$ cat src/common/bridge_pkg.sv
package bridge_pkg;

	////////////////////////////////////////////////////////////
	// basic widths
	////////////////////////////////////////////////////////////
	typedef logic [31:0] addr_t;
	typedef logic [31:0] data_t;
	typedef logic [2:0]  id_t;
	typedef logic [1:0]  resp_t;
	typedef logic [3:0]  fifo_cnt_t;   // 0..8 words

	localparam resp_t RESP_OKAY   = 2'b00;
	localparam resp_t RESP_SLVERR = 2'b10;   // unmapped address or fifo overflow

	// register map
	localparam addr_t ADDR_JTAG_STATUS = 32'h1000_0000;
	localparam addr_t ADDR_JTAG_DATA   = 32'h1000_0002;
	localparam addr_t ADDR_FRAME_BASE  = 32'h7000_0012;
	localparam addr_t ADDR_FRAME_WORDS = 32'h7000_0013;
	localparam addr_t ADDR_FRAME_EN    = 32'h7000_0014;

	localparam int FIFO_DEPTH = 8;

	// jtag status word layout
	localparam int STAT_CNT_LSB  = 0;   // count in 3:0
	localparam int STAT_SHIFT_EN = 4;
	localparam int STAT_EMPTY    = 8;
	localparam int STAT_FULL     = 9;
	localparam int STAT_BUSY     = 16;

	// control bits of a status write
	localparam int CTRL_CLEAR    = 0;
	localparam int CTRL_SHIFT_EN = 1;

	typedef enum logic [1:0] {S_IDLE, S_LOW, S_HIGH} shift_state_t;

	////////////////////////////////////////////////////////////
	// bus structs
	////////////////////////////////////////////////////////////
	typedef struct packed {
		logic  valid;
		logic  write;
		id_t   id;
		addr_t addr;
		data_t data;
	} cmd_t;

	typedef struct packed {
		logic  valid;
		logic  hit;     // this slave owns the address
		id_t   id;
		resp_t resp;
		data_t rdata;
	} slv_rsp_t;

	typedef struct packed {
		logic  valid;
		id_t   id;
		resp_t resp;
		data_t rdata;
	} bus_rsp_t;

	typedef struct packed {
		data_t base;
		data_t words;
		logic  enable;
	} frame_cfg_t;

endpackage
$ cat src/logic/cmd_bridge_top.sv
`timescale 1ns/10ps

module cmd_bridge_top import bridge_pkg::*; (
	input  logic       external_clk,
	input  logic       arst_n,
	input  cmd_t       cmd,
	output bus_rsp_t   rsp,
	output frame_cfg_t frame,
	output logic       tck,
	output logic       tms,
	output logic       tdi
);

	slv_rsp_t jtag_rsp;
	slv_rsp_t frm_rsp;

	////////////////////////////////////////////////////////////
	// slaves, cmd broadcast to both
	////////////////////////////////////////////////////////////
	jtag_fifo_slave u_jtag (
		.external_clk (external_clk),
		.arst_n       (arst_n),
		.cmd          (cmd),
		.rsp          (jtag_rsp),
		.tck          (tck),
		.tms          (tms),
		.tdi          (tdi)
	);

	frame_cfg_slave u_frame (
		.external_clk (external_clk),
		.arst_n       (arst_n),
		.cmd          (cmd),
		.rsp          (frm_rsp),
		.frame        (frame)
	);

	resp_merge u_merge (
		.external_clk (external_clk),
		.arst_n       (arst_n),
		.jtag         (jtag_rsp),
		.frm          (frm_rsp),
		.rsp          (rsp)
	);

endmodule

$ cat src/logic/resp_merge.sv
`timescale 1ns/10ps

module resp_merge import bridge_pkg::*; (
	input  logic     external_clk,
	input  logic     arst_n,
	input  slv_rsp_t jtag,
	input  slv_rsp_t frm,
	output bus_rsp_t rsp
);

	logic  rsp_vld;
	id_t   rsp_id;
	resp_t rsp_code;
	data_t rsp_data;

	always_ff @(posedge external_clk or negedge arst_n) begin
		if (!arst_n)
			rsp_vld <= 1'b0;
		else
			rsp_vld <= jtag.valid | frm.valid;
	end

	always_ff @(posedge external_clk) begin
		if (jtag.hit) begin
			rsp_id   <= jtag.id;
			rsp_code <= jtag.resp;
			rsp_data <= jtag.rdata;
		end else if (frm.hit) begin
			rsp_id   <= frm.id;
			rsp_code <= frm.resp;
			rsp_data <= frm.rdata;
		end else begin   // nobody owns it
			rsp_id   <= jtag.id;
			rsp_code <= RESP_SLVERR;
			rsp_data <= '0;
		end
	end

	assign rsp = '{valid: rsp_vld, id: rsp_id, resp: rsp_code, rdata: rsp_data};

	// address ranges of the two slaves are disjoint
	a_one_hit: assert property (@(posedge external_clk) disable iff (!arst_n)
		!(jtag.hit && frm.hit));

endmodule

$ cat src/logic/frame_cfg_slave.sv
`timescale 1ns/10ps

module frame_cfg_slave import bridge_pkg::*; (
	input  logic       external_clk,
	input  logic       arst_n,
	input  cmd_t       cmd,
	output slv_rsp_t   rsp,
	output frame_cfg_t frame
);

	data_t base_q;
	data_t words_q;
	logic  enable_q;

	logic  hit;
	data_t rdata_d;

	logic  rsp_vld, rsp_hit;
	id_t   rsp_id;
	data_t rsp_data;

	////////////////////////////////////////////////////////////
	// decode and read-back
	////////////////////////////////////////////////////////////
	always_comb begin
		hit     = 1'b1;
		rdata_d = '0;
		case (cmd.addr)
			ADDR_FRAME_BASE:  rdata_d = base_q;
			ADDR_FRAME_WORDS: rdata_d = words_q;
			ADDR_FRAME_EN:    rdata_d = {31'b0, enable_q};
			default:          hit = 1'b0;
		endcase
	end

	always_ff @(posedge external_clk or negedge arst_n) begin
		if (!arst_n) begin
			base_q   <= '0;
			words_q  <= '0;
			enable_q <= 1'b0;
		end else if (cmd.valid && cmd.write) begin
			case (cmd.addr)
				ADDR_FRAME_BASE:  base_q   <= cmd.data;
				ADDR_FRAME_WORDS: words_q  <= cmd.data;
				ADDR_FRAME_EN:    enable_q <= cmd.data[0];   // bit 0 only
				default: ;
			endcase
		end
	end

	assign frame = '{base: base_q, words: words_q, enable: enable_q};

	////////////////////////////////////////////////////////////
	// result stage
	////////////////////////////////////////////////////////////
	always_ff @(posedge external_clk or negedge arst_n) begin
		if (!arst_n) begin
			rsp_vld <= 1'b0;
			rsp_hit <= 1'b0;
		end else begin
			rsp_vld <= cmd.valid;
			rsp_hit <= cmd.valid & hit;
		end
	end

	always_ff @(posedge external_clk) begin
		rsp_id   <= cmd.id;
		rsp_data <= cmd.write ? '0 : rdata_d;
	end

	// frame registers never refuse a write
	assign rsp = '{valid: rsp_vld, hit: rsp_hit, id: rsp_id, resp: RESP_OKAY, rdata: rsp_data};

endmodule

$ cat src/jtag_fifo/jtag_fifo_slave.sv
`timescale 1ns/10ps

module jtag_fifo_slave import bridge_pkg::*; (
	input  logic       external_clk,
	input  logic       arst_n,
	input  cmd_t       cmd,
	output slv_rsp_t   rsp,
	output logic       tck,
	output logic       tms,
	output logic       tdi
);

	data_t                          mem [FIFO_DEPTH];
	logic [$clog2(FIFO_DEPTH)-1:0]  wr_ptr;
	logic [$clog2(FIFO_DEPTH)-1:0]  rd_ptr;
	fifo_cnt_t                      cnt;
	logic                           shift_en;
	logic                           busy;

	logic  hit_stat, hit_data;
	logic  full, empty;
	logic  data_wr, stat_wr;
	logic  push, pop, clear;
	data_t stat_word;

	logic  rsp_vld, rsp_hit;
	id_t   rsp_id;
	resp_t rsp_code;
	data_t rsp_data;

	////////////////////////////////////////////////////////////
	// decode
	////////////////////////////////////////////////////////////
	assign hit_stat = cmd.addr == ADDR_JTAG_STATUS;
	assign hit_data = cmd.addr == ADDR_JTAG_DATA;
	assign data_wr  = cmd.valid & cmd.write & hit_data;
	assign stat_wr  = cmd.valid & cmd.write & hit_stat;

	assign full  = cnt == fifo_cnt_t'(FIFO_DEPTH);
	assign empty = cnt == '0;

	assign push  = data_wr & ~full;   // overflow is dropped, answered with slverr
	assign clear = stat_wr & cmd.data[CTRL_CLEAR];
	assign pop   = shift_en & ~empty & ~busy & ~clear;   // grant to shifter

	always_comb begin
		stat_word = '0;
		stat_word[STAT_CNT_LSB +: $bits(fifo_cnt_t)] = cnt;
		stat_word[STAT_SHIFT_EN] = shift_en;
		stat_word[STAT_EMPTY]    = empty;
		stat_word[STAT_FULL]     = full;
		stat_word[STAT_BUSY]     = busy;
	end

	////////////////////////////////////////////////////////////
	// fifo
	////////////////////////////////////////////////////////////
	always_ff @(posedge external_clk) begin
		if (push)
			mem[wr_ptr] <= cmd.data;
	end

	always_ff @(posedge external_clk or negedge arst_n) begin
		if (!arst_n) begin
			wr_ptr   <= '0;
			rd_ptr   <= '0;
			cnt      <= '0;
			shift_en <= 1'b0;
		end else begin
			if (clear) begin
				wr_ptr <= '0;
				rd_ptr <= '0;
				cnt    <= '0;
			end else begin
				if (push)
					wr_ptr <= wr_ptr + 1'b1;
				if (pop)
					rd_ptr <= rd_ptr + 1'b1;
				cnt <= cnt + fifo_cnt_t'(push) - fifo_cnt_t'(pop);
			end
			if (stat_wr)
				shift_en <= cmd.data[CTRL_SHIFT_EN];
		end
	end

	jtag_shifter u_shifter (
		.external_clk (external_clk),
		.arst_n       (arst_n),
		.start        (pop),
		.word         (mem[rd_ptr]),
		.busy         (busy),
		.tck          (tck),
		.tms          (tms),
		.tdi          (tdi)
	);

	////////////////////////////////////////////////////////////
	// result stage
	////////////////////////////////////////////////////////////
	always_ff @(posedge external_clk or negedge arst_n) begin
		if (!arst_n) begin
			rsp_vld <= 1'b0;
			rsp_hit <= 1'b0;
		end else begin
			rsp_vld <= cmd.valid;
			rsp_hit <= cmd.valid & (hit_stat | hit_data);
		end
	end

	always_ff @(posedge external_clk) begin
		rsp_id   <= cmd.id;
		rsp_code <= (data_wr & full) ? RESP_SLVERR : RESP_OKAY;
		rsp_data <= (!cmd.write && hit_stat) ? stat_word : '0;   // data port reads 0
	end

	assign rsp = '{valid: rsp_vld, hit: rsp_hit, id: rsp_id, resp: rsp_code, rdata: rsp_data};

	// an overflowing write leaves the fifo as it was apart from a pop
	a_no_push_full: assert property (@(posedge external_clk) disable iff (!arst_n)
		(data_wr && full) |=> (wr_ptr == $past(wr_ptr)) && (cnt <= $past(cnt)));

	// count tracks the pointers so a clear racing a pop cannot corrupt it
	a_cnt_ptrs: assert property (@(posedge external_clk) disable iff (!arst_n)
		(cnt <= fifo_cnt_t'(FIFO_DEPTH)) &&
		(cnt[$clog2(FIFO_DEPTH)-1:0] == wr_ptr - rd_ptr));

endmodule

$ cat src/jtag_fifo/jtag_shifter.sv
`timescale 1ns/10ps

module jtag_shifter import bridge_pkg::*; (
	input  logic  external_clk,
	input  logic  arst_n,
	input  logic  start,
	input  data_t word,
	output logic  busy,
	output logic  tck,
	output logic  tms,
	output logic  tdi
);

	shift_state_t state;
	data_t        sreg;      // lsb goes out first
	logic [4:0]   bit_cnt;

	always_ff @(posedge external_clk or negedge arst_n) begin
		if (!arst_n) begin
			state   <= S_IDLE;
			bit_cnt <= '0;
		end else begin
			case (state)
				S_IDLE: begin
					if (start) begin
						bit_cnt <= '0;
						state   <= S_LOW;
					end
				end
				S_LOW: state <= S_HIGH;
				S_HIGH: begin
					if (bit_cnt == 5'd31) begin
						state <= S_IDLE;
					end else begin
						bit_cnt <= bit_cnt + 1'b1;
						state   <= S_LOW;
					end
				end
				default: state <= S_IDLE;
			endcase
		end
	end

	// loaded on start, shifted after each high phase
	always_ff @(posedge external_clk) begin
		if (state == S_IDLE && start)
			sreg <= word;
		else if (state == S_HIGH)
			sreg <= sreg >> 1;
	end

	assign busy = state != S_IDLE;
	assign tck  = state == S_HIGH;
	assign tms  = busy & (bit_cnt == 5'd31);   // marks the last bit
	assign tdi  = busy & sreg[0];

	a_start_idle: assert property (@(posedge external_clk) disable iff (!arst_n)
		start |-> !busy);

endmodule

$ cat config.mk
export PLATFORM = sky130hd
export DESIGN_NAME = cmd_bridge_top
export DESIGN_NICKNAME = d
export VERILOG_FILES = /design/src/common/bridge_pkg.sv /design/src/logic/cmd_bridge_top.sv /design/src/logic/resp_merge.sv /design/src/logic/frame_cfg_slave.sv /design/src/jtag_fifo/jtag_fifo_slave.sv /design/src/jtag_fifo/jtag_shifter.sv
export SDC_FILE = /design/constraint.sdc
export NUM_CORES = 1
export LEC_CHECK = 0
export BUFFER_PORTS_ARGS = -buffer_cell sky130_fd_sc_hd__buf_2
export CAP_MARGIN = 25
export CORE_MARGIN = 1
export CORE_UTILIZATION = 63
export DETAILED_ROUTE_END_ITERATION = 7
export PLACE_DENSITY = 0.95
export SYNTH_ARGS = -nofsm -noshare
export SYNTH_HDL_FRONTEND = slang
export SYNTH_SLANG_ARGS = --single-unit
export TNS_END_PERCENT = 1
$ cat constraint.sdc
create_clock -name external_clk -period 9.3 [get_ports external_clk]
set_input_delay 1.86 -clock external_clk [delete_from_list [all_inputs] [get_ports external_clk]]
set_output_delay 1.86 -clock external_clk [all_outputs]
set_load 0.05 [all_outputs]
# Word-level counts from Yosys, hierarchy flattened
# Memory sizes are Yosys's and may differ from the RTL's.
# Cells that the tools add are included.
[word_totals]
regBits = 201
ram_bits = 256
input_bits = 71
out_inout_bits = 106
word_cells = 97
mem_count = 1
[mem_list]
columns = ["memory", "depth", "word_bits", "rd", "rd_ports_with_merged_regs", "wr", "line", "rtl"]
rows = [
  ["u_jtag.mem", 8, 32, 1, 0, 1, "jtag_fifo_slave.sv:13", "data_t mem [FIFO_DEPTH];"],
]
[classes]
n_addsub = 5
eq_ne = 11
n_mux = 22
bitwise = 19
reduce_logical = 17
[op_table]
columns = ["operator", "count"]
rows = [
  ["$eq 32x31->1 const B", 3],
  ["$pmux 32 s3", 1],
  ["$eq 32x29->1 const B", 2],
  ["$mux 32", 2],
  ["$mux 17", 2],
  ["$and 1x1->1", 13],
  ["$mux 3", 4],
  ["$mux 5", 2],
  ["$pmux 5 s2", 1],
  ["$reduce_bool 2->1", 5],
  ["$mux 2", 4],
  ["$add 3x1->3 const B", 2],
  ["$pmux 2 s3", 1],
  ["$reduce_and 2->1", 3],
  ["$add 5x1->5 const B", 1],
  ["$eq 5x5->1 const B", 1],
  ["$not 1->1", 5],
  ["$add 4x1->4", 1],
  ["$eq 4x4->1 const B", 1],
  ["$logic_not 4->1", 1],
  ["$mux 1", 4],
  ["$mux 4", 1],
  ["$sub 4x1->4", 1],
  ["$logic_and 1x1->1", 3],
  ["other kinds (10)", 10],
]

# Logic depth before layout (Yosys ltp)
[logic_depth]
ltp_word = 7
depth_mapped = 12
depth_no_buf = 11

# By module
# From an unflattened synthesis, not the netlist that was laid out.
[unflattened]
cells_unflattened = 994
area_unflattened_um2 = 18167.4
[modules_own_cells]
columns = ["module", "n_inst", "cells_per_inst", "area_per_inst_um2", "seq_area_each_um2"]
rows = [
  ["jtag_fifo_slave", 1, 515, 10990.5, 8252.9],
  ["frame_cfg_slave", 1, 280, 4015.1, 2377.3],
  ["jtag_shifter", 1, 109, 1908.1, 1136.1],
  ["resp_merge", 1, 90, 1253.7, 765.7],
]

# Worst setup path before layout
# OpenSTA, ideal clock, no wires.
[synth_path]
kind = "input to register"
start = "input cmd[41] (netlist bit)"
end = "memory u_jtag.mem[0][0] (netlist bit), enable pin"
setup_time_ps = 461
arrival_ps = 5497
required_time_ps = 8839
setup_slack_ps = 3342
cell_stages = 6
path_cell_list = "nor4_2 > nand4_2 > or2_1 > buf_6 > or4_1 > nor3_1"
[synth_between]
elab_chain_cells = 5
[synth_rtl]
columns = ["item", "line", "rtl"]
rows = [
  ["from (decl)", "cmd_bridge_top.sv:6", "input cmd_t cmd,"],
  ["$eq 32x29->1", "jtag_fifo_slave.sv:35", "assign hit_data = cmd.addr == ADDR_JTAG_DATA;"],
  ["$and 1x1->1", "jtag_fifo_slave.sv:36", "assign data_wr = cmd.valid & cmd.write & hit_data;"],
  ["$and 1x1->1", "jtag_fifo_slave.sv:42", "assign push = data_wr & ~full;"],
  ["$mux 1", "jtag_fifo_slave.sv:59", "if (push)"],
  ["$mux 1 (not written as such)", "jtag_fifo_slave.sv:60", "mem[wr_ptr] <= cmd.data;"],
  ["to (decl)", "jtag_fifo_slave.sv:13", ""],
]
# No other way between the ends.

# Worst setup path in the final report
[layout_path]
start = "input cmd[63] (netlist bit)"
end = "memory u_jtag.mem[4][11] (netlist bit), enable pin"
# The elaborated chain is that of the path after synthesis.

==> out/summary.txt <==
STATUS
------------------------------------------------------------------------------------
Outcome                                                                    completed

TIMING
------------------------------------------------------------------------------------
Max_slew headroom                                                             0.3353
Final setup vio count                                                              0
Total negative slack for setup checks                                           0 ps
Highest clock rate                                                         226.6 MHz
Final worst hold slack                                                      327.4 ps
Minimum clock period                                                         4413 ps
Hold Vio Cnt, Final                                                                0
Slew at the pin with the worst max-slew slack                               997.0 ps
Layout Skew                                                                 17.76 ps
Count of final max-slew check failures                                             0
Fraction of the cycle the final worst path needs                              0.4745
Unrepaired setup endpoints after global routing                                false

CLOCK TREE
------------------------------------------------------------------------------------
Number of buffers inserted by post-CTS setup repair                                0
Clock H-tree levels                                                                2
Cell chosen for the clock root                                             clkbuf_16
Total clock buffers created by CTS                                                43
Resize count post-CTS                                                              0
Clock sink total                                                                 455
Clock latency on the worst-skew pair                                          540 ps
Number of buffers inserted for hold repair after clock tree synthesis              0
TritonCTS clock tree                                                            done
CTS clk-pin slew, worst paths                                                  60 ps
Buffer levels on the longest clock path                                            3

CRITICAL PATH
------------------------------------------------------------------------------------
CP Data Required Time                                                        9480 ps
Kind of critical path                                                   input pin to flip-flop
Launching element type of the critical path                                input pin
Max Fanout on Critical Path                                                       22
Data arrival time of the critical path                                       4590 ps
Crit. End Element                                                          flip-flop

SYNTHESIS
------------------------------------------------------------------------------------
List of most frequent post-synthesis cells                              edfxtp_1, dfrtp_1, dfxtp_1
Mapped Nets                                                                     1022
Proportion of synthesized chip area in sequential cells                       0.7144
Cell with the most instances after synthesis                                edfxtp_1
Share of flip-flops with an asynchronous set or reset                         0.1912
Post-synthesis instance total                                                    941
Register bit total from synthesis                                                455
Synth top area share                                                          0.4972
Total number of yosys warnings                                                     0
Synthesized area                                                         0.01739 mm²
Count of different cell masters after synthesis                                   51
Yosys top cell by area                                                      edfxtp_1
Dominant register cell in the synthesized netlist                           edfxtp_1
Number of flops mapped to enable cells by yosys                                  288
Area contributors post-synth                                            edfxtp_1, dfrtp_1, dfxtp_1
Synthesized area divided by synthesized cell count                         18.48 µm²

ROUTE
------------------------------------------------------------------------------------
Post-route DRC violation count                                                     0
TritonRoute pass-1 iters                                                           5
Via total after detailed routing                                                9620
Iteration-0 DRC count of the detailed router                                     850
Final WL                                                                    40.29 mm
Wirelength per Cell                                                         26.72 µm
Post-detailed-route via-to-cell ratio                                          6.379
Antenna Nets Post-Route                                                            0

GLOBAL ROUTING
------------------------------------------------------------------------------------
GR Util All Layers                                                            0.2940
Antenna violations before repair                                                   0
Maximum number of pins on one net before global-route repair                      67
Remaining global-route overflow                                                    0
Number of global-route vias before repair                                      10440
First-pass GRT wire length                                                  61.47 mm

FLOORPLANNING
------------------------------------------------------------------------------------
Die Outline Area                                                         0.02828 mm²
Placeable core region                                                    0.02703 mm²
Ports                                                                            177
Site row count                                                                    60
Width of the chip                                                           168.2 µm
Vertical die dimension                                                      168.2 µm
Initial Util                                                                  0.6436

PLACED DESIGN
------------------------------------------------------------------------------------
Quantity of I/O buffers inserted on ports                                        175
GP Congestion                                                                 0.7897
Half-perimeter wire length of the detailed placement result                 22.81 mm
Post-place instance area                                                 0.01861 mm²

HOLD PATH
------------------------------------------------------------------------------------
Hold Crit Class                                                         flip-flop to flip-flop

POWER AND IR DROP
------------------------------------------------------------------------------------
Leak Pwr                                                                    7.988 nW
Highest ir drop seen on vdd                                                 162.9 µV
Pwr dens                                                                201.0 mW/mm²

LAYOUT
------------------------------------------------------------------------------------
Area Overhead vs Synth                                                        15.66%
Antenna cells                                                                      0
Layout cells sized above 1                                                    0.4156
Final design instance area without fill                                  0.02012 mm²
Net count reported at finish                                                    1214

JOB
------------------------------------------------------------------------------------
Reported max-cap violation count                                                   0

[flip-flops by register name (all words and copies together), names as in the netlist, 2 cells and up]
register	count
u_frame.base_q	32
u_frame.rsp_data	32
u_frame.rsp_id	3
u_frame.words_q	32
u_jtag.cnt	4
u_jtag.mem	256
u_jtag.rd_ptr	3
u_jtag.rsp_data	8
u_jtag.u_shifter.bit_cnt	5
u_jtag.u_shifter.sreg	32
u_jtag.u_shifter.state	2
u_jtag.wr_ptr	3
u_merge.rsp_data	32
u_merge.rsp_id	3
[critical path, stage by stage]
cell and delay, ps:
buf_2 110, nor4b_2 340, nand4_1 200, or2_1 350, or4_1 700, nor2_2 540
buf_4 480
[cell type report]
| type | instances | area (µm²) |
|---|---|---|
| flip-flops and latches | 455 | 12430 |
| fillers | 1427 | 6908 |
| multi-input cells | 425 | 4641 |
| clock buffers | 61 | 1292 |
| repair buffers | 199 | 1079 |
| well taps | 341 | 426.7 |
| clock inverters | 18 | 211.5 |
| inverters | 9 | 33.78 |
[placed cells by master (no fill, tap or decap), types with 12 or more instances in the layout]
master / n
dfxtp_1: 80
edfxtp_1: 288
nand2_1: 12
a22oi_1: 31
mux2_2: 68
nor2_1: 53
mux2_4: 60
mux4_2: 64
and2_1: 28
dfrtp_1: 85
buf_2: 174
buf_4: 24
clkbuf_16: 47
[per-stage QoR]
stage	total power [mW]	std cells	utilization	setup WS, ps
3_3_place_gp	2.247	1428	0.6877	4524
4_1_cts	4.059	1508	0.7444	4888
5_1_grt	4.139	1508	0.7444	4814
2_1_floorplan	2.203	941	-	3342
3_5_place_dp	2.250	1429	0.6888	4394
6_report	4.044	1508	0.7444	4887
[final timing paths]
| kind | start | end | slack (ps) | cells after the start |
|---|---|---|---|---|
| worst max-delay path | cmd[63] | u_jtag.mem[4][11] | 4890 | 7 |
| worst min-delay path | u_frame.rsp_id[0] | u_merge.rsp_id[0] | 330 | 0 |
| worst max register to register | u_jtag.cnt[2] | u_jtag.mem[4][11] | 6320 | 7 |
| worst min register to register | u_frame.rsp_id[0] | u_merge.rsp_id[0] | 330 | 0 |
| max in group asynchronous | arst_n | u_jtag.rd_ptr[0] | 6790 | 2 |
| min in group asynchronous | arst_n | u_frame.base_q[24] | 1260 | 1 |
[cell families (layout without fill, tap and decap cells)]
logic type                 after synthesis  count (layout)  share of synthesized area
DFF                                    455             455                     0.7144
muxes                                  197             197                     0.1816
and+or+nand+nor                        157             157                    0.04935
buffers and inverters                   61             287                    0.02136
AOI/OAI and AO/OA                       55              55                    0.02295
adders and majority gates               10              10                   0.007625
xor gates and xnor gates                 5               5                   0.002518
other                                    1               1                  0.0002156
[where the power goes]
part | internal, mW | switching (mW) | total [mW]
Clock | 1.09 | 0.748 | 1.84
Sequential | 2.15 | 0.000467 | 2.15
Combinational | 0.0149 | 0.0461 | 0.0611
Total | 3.25 | 0.795 | 4.04
[metal layers]
metal  wire (µm)  vias up  global-route usage
li1            -     4002                   -
met1       14710     4930              0.3639
met2       21100      568              0.5185
met3        2931      120             0.04607
met4        1545        0              0.1257
met5           0        -                   0
Note: power is estimated with default switching activity, not from simulation.
